`config.mk`:
```
export PLATFORM = sky130hd
export DESIGN_NAME = decode_stage
export DESIGN_NICKNAME = d
export VERILOG_FILES = /design/src/decode_pkg.sv /design/src/decode_stage.sv /design/src/decode_ctrl.sv /design/src/branch_decode.sv /design/src/mem_decode.sv /design/src/alu_decode.sv /design/src/imm_gen.sv
export SDC_FILE = /design/constraint.sdc
export NUM_CORES = 1
export LEC_CHECK = 0
export BUFFER_PORTS_ARGS = -buffer_cell sky130_fd_sc_hd__buf_2
export CAP_MARGIN = 5
export CORE_UTILIZATION = 47
export CTS_BUF_LIST = sky130_fd_sc_hd__clkbuf_16
export DETAILED_ROUTE_END_ITERATION = 8
export PLACE_DENSITY_LB_ADDON = 0.05
export SLEW_MARGIN = 20
export SYNTH_ARGS = -nofsm -noshare
export SYNTH_HDL_FRONTEND = slang
export SYNTH_SLANG_ARGS = --single-unit
```
`constraint.sdc`:
```
create_clock -name clk -period 1.9 [get_ports clk]
set_input_delay 0.095 -clock clk [delete_from_list [all_inputs] [get_ports clk]]
set_output_delay 0.095 -clock clk [all_outputs]
set_load 0.02 [all_outputs]
```
`src/decode_pkg.sv`:
```
package decode_pkg;

    localparam logic [6:0] OPCODE_LOAD      = 7'b0000011;
    localparam logic [6:0] OPCODE_MISC_MEM  = 7'b0001111;
    localparam logic [6:0] OPCODE_OP_IMM    = 7'b0010011;
    localparam logic [6:0] OPCODE_AUIPC     = 7'b0010111;
    localparam logic [6:0] OPCODE_OP_IMM_32 = 7'b0011011;
    localparam logic [6:0] OPCODE_STORE     = 7'b0100011;
    localparam logic [6:0] OPCODE_OP        = 7'b0110011;
    localparam logic [6:0] OPCODE_LUI       = 7'b0110111;
    localparam logic [6:0] OPCODE_OP_32     = 7'b0111011;
    localparam logic [6:0] OPCODE_BRANCH    = 7'b1100011;
    localparam logic [6:0] OPCODE_JALR      = 7'b1100111;
    localparam logic [6:0] OPCODE_JAL       = 7'b1101111;

    typedef struct packed {
        logic [6:0] funct7;
        logic [4:0] rs2;
        logic [4:0] rs1;
        logic [2:0] funct3;
        logic [4:0] rd;
        logic [6:0] opcode;
    } instr_r_t;

    // Immediate bits of the S and B formats sit where funct7 and rd are
    typedef struct packed {
        logic [6:0] imm_hi;
        logic [4:0] rs2;
        logic [4:0] rs1;
        logic [2:0] funct3;
        logic [4:0] imm_lo;
        logic [6:0] opcode;
    } instr_imm_t;

    typedef union packed {
        instr_r_t   r;
        instr_imm_t sb;
    } instr_word_u;

    typedef enum logic [2:0] {ALU, MEM, BRANCH, MUL, DIV, FENCE_I} op_type_e;

    typedef enum logic [2:0] {ADD, SUB, SCC, L_XOR, L_OR, L_AND, SHIFT} alu_op_e;

    typedef enum logic [2:0] {
        CC_EQ, CC_NE, CC_LT, CC_GE, CC_LTU, CC_GEU, CC_TRUE
    } condition_e;

    typedef enum logic {MEM_LOAD, MEM_STORE} mem_op_e;

    typedef struct packed {
        op_type_e   op_type;
        alu_op_e    op;
        condition_e condition;
        logic       shifter_left;
        logic       shifter_arithmetic;
        logic       is_32;
        // MUL selects the product half, DIV holds {rem, is_unsigned}
        logic [1:0] muldiv_op;
        logic       illegal;
    } alu_dec_t;

    typedef struct packed {
        mem_op_e    op;
        logic [1:0] size;
        logic       zeroext;
        logic       illegal;
    } mem_dec_t;

    typedef struct packed {
        condition_e condition;
        logic       use_pc;
        logic       illegal;
    } branch_dec_t;

    typedef struct packed {
        logic [31:0] immediate;
        logic        use_imm;
        logic        adder_use_imm;
    } imm_dec_t;

    typedef struct packed {
        op_type_e    op_type;
        alu_op_e     op;
        condition_e  condition;
        logic        shifter_left;
        logic        shifter_arithmetic;
        logic        is_32;
        logic [1:0]  muldiv_op;
        mem_op_e     mem_op;
        logic [1:0]  mem_size;
        logic        mem_zeroext;
        logic        use_pc;
        logic        use_imm;
        logic        adder_use_imm;
        logic [4:0]  rs1;
        logic [4:0]  rs2;
        logic [4:0]  rd;
        logic [31:0] immediate;
        logic [63:0] pc;
        logic        illegal;
    } decoded_instr_t;

endpackage
```
`src/decode_stage.sv`:
```
`timescale 1ns/100ps

module decode_stage import decode_pkg::*; #(
    parameter int XLEN = 64
) (
    input  logic           clk,
    input  logic           reset,
    input  logic           in_valid,
    input  instr_word_u    instr,
    input  logic [63:0]    pc,
    output logic           out_valid,
    output decoded_instr_t decoded
);

    imm_dec_t    imm_dec;
    alu_dec_t    alu_dec;
    mem_dec_t    mem_dec;
    branch_dec_t br_dec;

    imm_gen i_imm_gen (
        .instr (instr),
        .imm   (imm_dec)
    );

    alu_decode #(.XLEN(XLEN)) i_alu_decode (
        .instr (instr),
        .alu   (alu_dec)
    );

    mem_decode #(.XLEN(XLEN)) i_mem_decode (
        .instr (instr),
        .mem   (mem_dec)
    );

    branch_decode i_branch_decode (
        .instr (instr),
        .br    (br_dec)
    );

    decode_ctrl #(.XLEN(XLEN)) i_decode_ctrl (
        .clk       (clk),
        .reset     (reset),
        .in_valid  (in_valid),
        .instr     (instr),
        .pc        (pc),
        .alu       (alu_dec),
        .mem       (mem_dec),
        .br        (br_dec),
        .imm       (imm_dec),
        .out_valid (out_valid),
        .decoded   (decoded)
    );

endmodule

```
`src/decode_ctrl.sv`:
```
`timescale 1ns/100ps

module decode_ctrl import decode_pkg::*; #(
    parameter int XLEN = 64
) (
    input  logic           clk,
    input  logic           reset,
    input  logic           in_valid,
    input  instr_word_u    instr,
    input  logic [63:0]    pc,
    input  alu_dec_t       alu,
    input  mem_dec_t       mem,
    input  branch_dec_t    br,
    input  imm_dec_t       imm,
    output logic           out_valid,
    output decoded_instr_t decoded
);

    localparam logic [63:0] PC_MASK = {64{1'b1}} >> (64 - XLEN);

    decoded_instr_t next;

    always_comb begin
        next = '0;
        next.op_type = ALU;
        next.op = ADD;
        next.condition = CC_EQ;
        next.mem_op = MEM_LOAD;
        next.pc = pc & PC_MASK;
        next.immediate = imm.immediate;
        next.use_imm = imm.use_imm;
        next.adder_use_imm = imm.adder_use_imm;

        // Opcodes whose low two bits are not 11 fall to the default
        case (instr.r.opcode)
            OPCODE_LOAD, OPCODE_STORE: begin
                next.op_type = MEM;
                next.mem_op = mem.op;
                next.mem_size = mem.size;
                next.mem_zeroext = mem.zeroext;
                next.illegal = mem.illegal;
                next.rs1 = instr.r.rs1;
                if (mem.op == MEM_STORE) next.rs2 = instr.r.rs2;
                else next.rd = instr.r.rd;
            end
            OPCODE_OP_IMM, OPCODE_OP_IMM_32, OPCODE_OP, OPCODE_OP_32: begin
                next.op_type = alu.op_type;
                next.op = alu.op;
                next.condition = alu.condition;
                next.shifter_left = alu.shifter_left;
                next.shifter_arithmetic = alu.shifter_arithmetic;
                next.is_32 = alu.is_32;
                next.muldiv_op = alu.muldiv_op;
                next.illegal = alu.illegal;
                next.rs1 = instr.r.rs1;
                next.rd = instr.r.rd;
                if (instr.r.opcode[5]) next.rs2 = instr.r.rs2;
            end
            OPCODE_BRANCH, OPCODE_JALR, OPCODE_JAL: begin
                next.op_type = BRANCH;
                next.condition = br.condition;
                next.use_pc = br.use_pc;
                next.illegal = br.illegal;
                if (instr.r.opcode != OPCODE_JAL) next.rs1 = instr.r.rs1;
                if (instr.r.opcode == OPCODE_BRANCH) next.rs2 = instr.r.rs2;
                else next.rd = instr.r.rd;
            end
            OPCODE_LUI: next.rd = instr.r.rd;
            OPCODE_AUIPC: begin
                next.rd = instr.r.rd;
                next.use_pc = 1'b1;
            end
            // FENCE executes as a no-op
            OPCODE_MISC_MEM: begin
                if (instr.r.funct3 == 3'b001) next.op_type = FENCE_I;
                else if (instr.r.funct3 != 3'b000) next.illegal = 1'b1;
            end
            default: next.illegal = 1'b1;
        endcase
    end

    always_ff @(posedge clk) begin
        if (reset) begin
            out_valid <= 1'b0;
            decoded <= '0;
        end else begin
            out_valid <= in_valid;
            if (in_valid) decoded <= next;
        end
    end

endmodule

```
`src/branch_decode.sv`:
```
`timescale 1ns/100ps

module branch_decode import decode_pkg::*; (
    input  instr_word_u instr,
    output branch_dec_t br
);

    logic [2:0] funct3;
    logic       is_jump;
    logic       is_jal;

    assign funct3 = instr.r.funct3;
    // Bit 2 splits jumps from branches, bit 3 splits JAL from JALR
    assign is_jump = instr.r.opcode[2];
    assign is_jal = instr.r.opcode[3];

    always_comb begin
        br.condition = CC_TRUE;
        br.use_pc = !is_jump || is_jal;
        br.illegal = 1'b0;
        if (!is_jump) begin
            case (funct3)
                3'b000: br.condition = CC_EQ;
                3'b001: br.condition = CC_NE;
                3'b100: br.condition = CC_LT;
                3'b101: br.condition = CC_GE;
                3'b110: br.condition = CC_LTU;
                3'b111: br.condition = CC_GEU;
                default: br.illegal = 1'b1;
            endcase
        end else if (!is_jal && funct3 != 3'b000) begin
            br.illegal = 1'b1;
        end
    end

endmodule

```
`src/mem_decode.sv`:
```
`timescale 1ns/100ps

module mem_decode import decode_pkg::*; #(
    parameter int XLEN = 64
) (
    input  instr_word_u instr,
    output mem_dec_t    mem
);

    logic [2:0] funct3;
    logic       is_store;
    logic       load_bad;
    logic       store_bad;

    assign funct3 = instr.r.funct3;
    assign is_store = instr.r.opcode[5];

    // LD and LWU exist only on RV64
    always_comb begin
        load_bad = funct3 == 3'b111;
        if (XLEN == 32 && (funct3[1:0] == 2'b11 || funct3 == 3'b110)) begin
            load_bad = 1'b1;
        end
    end

    always_comb begin
        store_bad = funct3[2];
        if (XLEN == 32 && funct3[1:0] == 2'b11) begin
            store_bad = 1'b1;
        end
    end

    always_comb begin
        mem.op = is_store ? MEM_STORE : MEM_LOAD;
        mem.size = funct3[1:0];
        mem.zeroext = funct3[2];
        mem.illegal = is_store ? store_bad : load_bad;
    end

endmodule

```
`src/alu_decode.sv`:
```
`timescale 1ns/100ps

module alu_decode import decode_pkg::*; #(
    parameter int XLEN = 64
) (
    input  instr_word_u instr,
    output alu_dec_t    alu
);

    logic [6:0] funct7;
    logic [2:0] funct3;
    logic       is_reg;
    logic       is_word;
    logic       wide_shamt;
    logic [6:0] funct7_chk;

    assign funct7 = instr.r.funct7;
    assign funct3 = instr.r.funct3;
    assign is_reg = instr.r.opcode[5];
    assign is_word = instr.r.opcode[3];

    // RV64 immediate shifts use bit 25 as shamt[5]
    assign wide_shamt = (XLEN == 64) && !is_reg && !is_word;
    assign funct7_chk = {funct7[6:1], funct7[0] & ~wide_shamt};

    always_comb begin
        alu = '0;
        alu.op_type = ALU;
        alu.op = ADD;
        alu.condition = CC_EQ;
        alu.is_32 = is_word;

        if (is_reg && funct7 == 7'b0000001) begin
            alu.muldiv_op = funct3[1:0];
            if (funct3[2]) begin
                alu.op_type = DIV;
            end else begin
                alu.op_type = MUL;
                // MULW is the only word multiply
                if (is_word && funct3 != 3'b000) alu.illegal = 1'b1;
            end
        end else begin
            case (funct3)
                3'b000: begin
                    if (is_reg) begin
                        if (funct7 == 7'b0100000) alu.op = SUB;
                        else if (funct7 != 7'b0) alu.illegal = 1'b1;
                    end
                end
                3'b001: begin
                    alu.op = SHIFT;
                    alu.shifter_left = 1'b1;
                    if (funct7_chk != 7'b0) alu.illegal = 1'b1;
                end
                3'b010, 3'b011: begin
                    alu.op = SCC;
                    alu.condition = funct3[0] ? CC_LTU : CC_LT;
                end
                3'b100: alu.op = L_XOR;
                3'b101: begin
                    alu.op = SHIFT;
                    if (funct7_chk == 7'b0100000) alu.shifter_arithmetic = 1'b1;
                    else if (funct7_chk != 7'b0) alu.illegal = 1'b1;
                end
                3'b110: alu.op = L_OR;
                default: alu.op = L_AND;
            endcase

            if (is_reg && funct3 != 3'b000 && funct3 != 3'b101 && funct7 != 7'b0) begin
                alu.illegal = 1'b1;
            end
            // Word forms only have add, sub and shifts
            if (is_word && funct3 != 3'b000 && funct3 != 3'b001 && funct3 != 3'b101) begin
                alu.illegal = 1'b1;
            end
        end

        if (is_word && XLEN == 32) alu.illegal = 1'b1;
    end

endmodule

```
`src/imm_gen.sv`:
```
`timescale 1ns/100ps

module imm_gen import decode_pkg::*; (
    input  instr_word_u instr,
    output imm_dec_t    imm
);

    logic [11:0] i_imm;
    logic [11:0] s_imm;
    logic [12:0] b_imm;
    logic [31:0] u_imm;
    logic [20:0] j_imm;

    assign i_imm = {instr.r.funct7, instr.r.rs2};
    assign s_imm = {instr.sb.imm_hi, instr.sb.imm_lo};
    assign b_imm = {instr.sb.imm_hi[6], instr.sb.imm_lo[0], instr.sb.imm_hi[5:0],
                    instr.sb.imm_lo[4:1], 1'b0};
    assign u_imm = {instr.r.funct7, instr.r.rs2, instr.r.rs1, instr.r.funct3, 12'b0};
    assign j_imm = {instr.r.funct7[6], instr.r.rs1, instr.r.funct3, instr.r.rs2[0],
                    instr.r.funct7[5:0], instr.r.rs2[4:1], 1'b0};

    always_comb begin
        imm.immediate = '0;
        imm.use_imm = 1'b0;
        imm.adder_use_imm = 1'b1;
        case (instr.r.opcode)
            OPCODE_LOAD, OPCODE_OP_IMM, OPCODE_OP_IMM_32, OPCODE_JALR: begin
                imm.use_imm = 1'b1;
                imm.immediate = {{20{i_imm[11]}}, i_imm};
            end
            OPCODE_AUIPC, OPCODE_LUI: begin
                imm.use_imm = 1'b1;
                imm.immediate = u_imm;
            end
            OPCODE_STORE: begin
                imm.use_imm = 1'b1;
                imm.immediate = {{20{s_imm[11]}}, s_imm};
            end
            // Branch target offset goes to the adder only
            OPCODE_BRANCH: imm.immediate = {{19{b_imm[12]}}, b_imm};
            OPCODE_JAL:    imm.immediate = {{11{j_imm[20]}}, j_imm};
            OPCODE_OP, OPCODE_OP_32: imm.adder_use_imm = 1'b0;
            default: ;
        endcase
    end

endmodule

```
==> metrics list <==
- In this run the static leakage power is slightly below 4 nW.
- Sorting the synthesized cells by area gives the leading types as sky130_fd_sc_hd__dfxtp_1 50%, sky130_fd_sc_hd__mux2i_1 13%, sky130_fd_sc_hd__nor2_1 5.8%, sky130_fd_sc_hd__a22o_1 3.3%, sky130_fd_sc_hd__nand2_1 2.7%.
* Worst path slowest cell: sky130_fd_sc_hd__or4_4
- Final non-filler cell total: about 1000
* Average cell area after synthesis: approximately 9.5 sq um
* Clock tree root buffer cell: sky130_fd_sc_hd__clkbuf_16
* GRT Residual Overflow: 0
- Clock tree from TritonCTS: done
- For the worst setup path, the data required time is 2150 ps.
* Fmax: 552.0 MHz
- The worst pin sits at a relative slew slack of 43.62%.
* Max-Cap Viols: 0
* Area of the die: 11820 sq um
- The critical path goes through dlygate4sd3_1 -> buf_2 -> or4_4 -> nor3_4 -> and2b_2 -> a31oi_1 -> nor3_1.
- The number of global-route vias before repair came to 5200.
- After synthesis, the largest area contributor takes up 50.09% of total cell area.
* Pwr/cell area: 829.5 nW/um^2
- Along the worst path, the maximum fanout reaches 4.
- Fraction of layout cells with a size suffix above 1: 32.99%
- Synthesis produced a netlist with a net count of roughly 660.
* Total via count in the routed design: 5353
- Worst setup slack for register-to-register paths: 1130 ps
* Maximum buffer depth of the clock tree: 2
- The startpoint identified for the worst register-to-register timing path is i_decode_ctrl.decoded[112]$_SDFFE_PP0P_.
* Register area share after synthesis: between 50% and 60%
- Setup clock skew after layout: 0 ps
* Violation count after the first detailed-routing iteration: 428
- The largest single stage delay on the critical path is 560 ps.
- Worst Min Path Start: instr[25]
* Run status: completed
- In the routed design, unresolved DRC markers number 0.
* Antenna Violating Nets Remaining: 0
- Counting every instance in the synthesized netlist gives between 500 and 600.
- At the pin with the least slew margin, the transition time is ~850 ps.
- N_diodes: 0
- Registers take 2683 sq um.
- Leaving out fill and tap cells, the most frequent cell in the layout is sky130_fd_sc_hd__buf_2.
- In the final layout, the multi-input gates occupy 2494 sq um.
- During synthesis, Yosys emitted a total of 0 warnings.
- The layout has 815 filler cells.
- The path with the worst hold slack has its endpoint at i_decode_ctrl.decoded[70]$_SDFFE_PP0P_.
- Measured in cells, the most critical reg-to-reg path has a length of 2.
* CTS clk-pin slew, worst paths: ~50 ps
* Width of the die: around 110 microns
- Cell count of the worst hold path: 2
- Largest vdd supply drop: 0.6035 mV
* Crit path capture type: register
- Setup repair after global routing left no endpoint under its margin.
* Worst slack, placed: 128.2 ps
- For this run, the detailed router's first-pass iteration total came to 5.
* Worst setup path class: input port to register
* GRT Util Overall: 26.98%
- Final net count: 976
- Endpoint of the worst-slack reg-to-reg timing path: i_decode_ctrl.decoded[112]$_SDFFE_PP0P_
* Syn Std Cell Area: ~5400 sq um
- Largest area contributor in the netlist: sky130_fd_sc_hd__dfxtp_1
- WP depth: 7
- For this block, the routed nets add up to roughly 16000 microns of wire.
- Commonest cells after routing, fill and taps aside: 231 x sky130_fd_sc_hd__buf_2, 134 x sky130_fd_sc_hd__dfxtp_1, 84 x sky130_fd_sc_hd__dlygate4sd3_1, 82 x sky130_fd_sc_hd__nor2_1, 67 x sky130_fd_sc_hd__mux2i_1
* Total power: 6.674 mW
* Pin count of the biggest net entering global routing: slightly above 80
- CP Launch Point: instr[29]
- Critical Path Start Type: input port
* Post-layout min period: 1812 ps
- Register bit count reported by yosys: 134
* Post-placement cell count: 911
- The core region is 10980 sq um.
- The cell family contributing the most delay on the critical path is simple AND/OR/NAND/NOR gates.
* Later-pin clock latency in the skew report: around 400 ps
* Accumulated negative setup slack: 0 ps
- Number of pins exceeding their max-slew limit in the final report: 0
- Site Rows: 38
- Dividing the detail-routed wire length by the instance count gives 15.79 microns.
* Count of clock tree sinks: 134
- Hold violation count in the final report: 0
- Placed Area: 6689 sq um
- Routability-driven placement finished with a final weighted congestion of approximately 0.95.
- After clock tree synthesis, the setup repair step added 0 buffers.
- Global-route wire length before repair: 24770 microns
- For the worst setup path, the data arrival time is 2060 ps.
- Antenna violations before repair: 1
* Top-level I/O count: 233
- Number of synthesized flops with an enable pin: 0
- The H-tree was split into 4 levels.
- Effective utilization at floorplan: 48.76%
- Number of input and output port buffers inserted: 232
* Overall die height: 108.7 microns
- Final Worst Setup Slack: roughly 88 ps
* Final setup viols: 0
- Dividing the detail-routed via count by the number of cells gives 5.222.
- The worst path uses approximately 95% of the clock period.
- Compared with the post-synthesis result, the final layout area differs by 50.23%.
- After routing the design area is roughly 8000 sq um.
* Number of buffers created by CTS: 17
- For this run, asynchronously set or reset flops after synthesis account for 0%.
* Flip-flop cell with the highest count after synthesis: sky130_fd_sc_hd__dfxtp_1
- Detail Placement HPWL: between 10000 and 15000 microns
- Hold WC Path Type: input port to register
* Post-synthesis cell type count: 57
* Buffers & Inverters on Critical Path: 2
==> cell type report <==
class	count	area share (%)
well taps	140	2.177
multi-input cells	378	31.00
clock inverters	13	0.9798
inverters	8	0.3733
flip-flops and latches	134	33.34
repair buffers	335	26.84
clock buffers	17	5.288
==> cell families after synthesis <==
family,after synthesis,share of synthesized area [%]
multiplexers,70,13.15
AND/OR/NAND/NOR,181,16.05
flip-flops,134,50.09
adder cells (fa/ha/maj),3,0.7010
AO/OA/AOI/OAI,124,16.19
buffers and inverters,49,3.808
==> per-stage QoR <==
stage	hold slack, ps	utilization (%)
2_1_floorplan	220.7	-
3_3_place_gp	326.7	60.90
3_5_place_dp	335.9	60.90
4_1_cts	7.164	73.15
5_1_grt	38.38	73.25
6_report	26.17	73.25
==> power breakdown <==
part	internal [mW]	switching [mW]	total [mW]	leakage, nW
clock	1.73	1.07	2.80	0.268
sequential	2.91	0.0491	2.96	1.09
combinational	0.414	0.498	0.912	2.56
total	5.05	1.62	6.67	3.92
==> what timing repair did <==
action	4_1_cts	5_1_grt
setup endpoints to repair	0	3
hold buffers	84	0
gates resized for setup	0	1
hold endpoints to repair	99	0
==> worst max path at each step <==
stage / to
2_1_floorplan: i_decode_ctrl.decoded[125]$_SDFFE_PP0P_
3_3_place_gp: i_decode_ctrl.decoded[94]$_SDFFE_PP0P_
3_5_place_dp: i_decode_ctrl.decoded[94]$_SDFFE_PP0P_
4_1_cts: i_decode_ctrl.decoded[125]$_SDFFE_PP0P_
5_1_grt: i_decode_ctrl.decoded[0]$_SDFFE_PP0P_
6_report: i_decode_ctrl.decoded[125]$_SDFFE_PP0P_
==> state kept, by name, indices dropped and copies added, names as in the netlist <==
register and count:
i_decode_ctrl.out_valid 1, i_decode_ctrl.decoded 133
==> cell usage after synthesis, drive strengths merged (3+ instances only) <==
cell type / n
mux2: 3
a21o: 3
a221o: 11
dfxtp: 134
inv: 7
a31oi: 4
mux2i: 67
buf: 17
clkbuf: 24
o21a: 3
o211ai: 3
o31ai: 3
a311oi: 4
nor3: 11
nand3b: 3
a22oi: 7
a22o: 21
o21ai: 27
nor2b: 3
nand3: 14
nor2: 83
a21oi: 26
nand2b: 14
nand2: 39
ha: 3
==> metal layers <==
metal  wire length, microns  track usage, %  up-vias
li1                       -               -     2624
met1                   6577           31.25     2464
met2                   8086           46.38      229
met3                   1143           8.129       34
met4                    365           10.81        2
met5                     12               0        -
No activity file was read; power rests on OpenSTA's default activity.
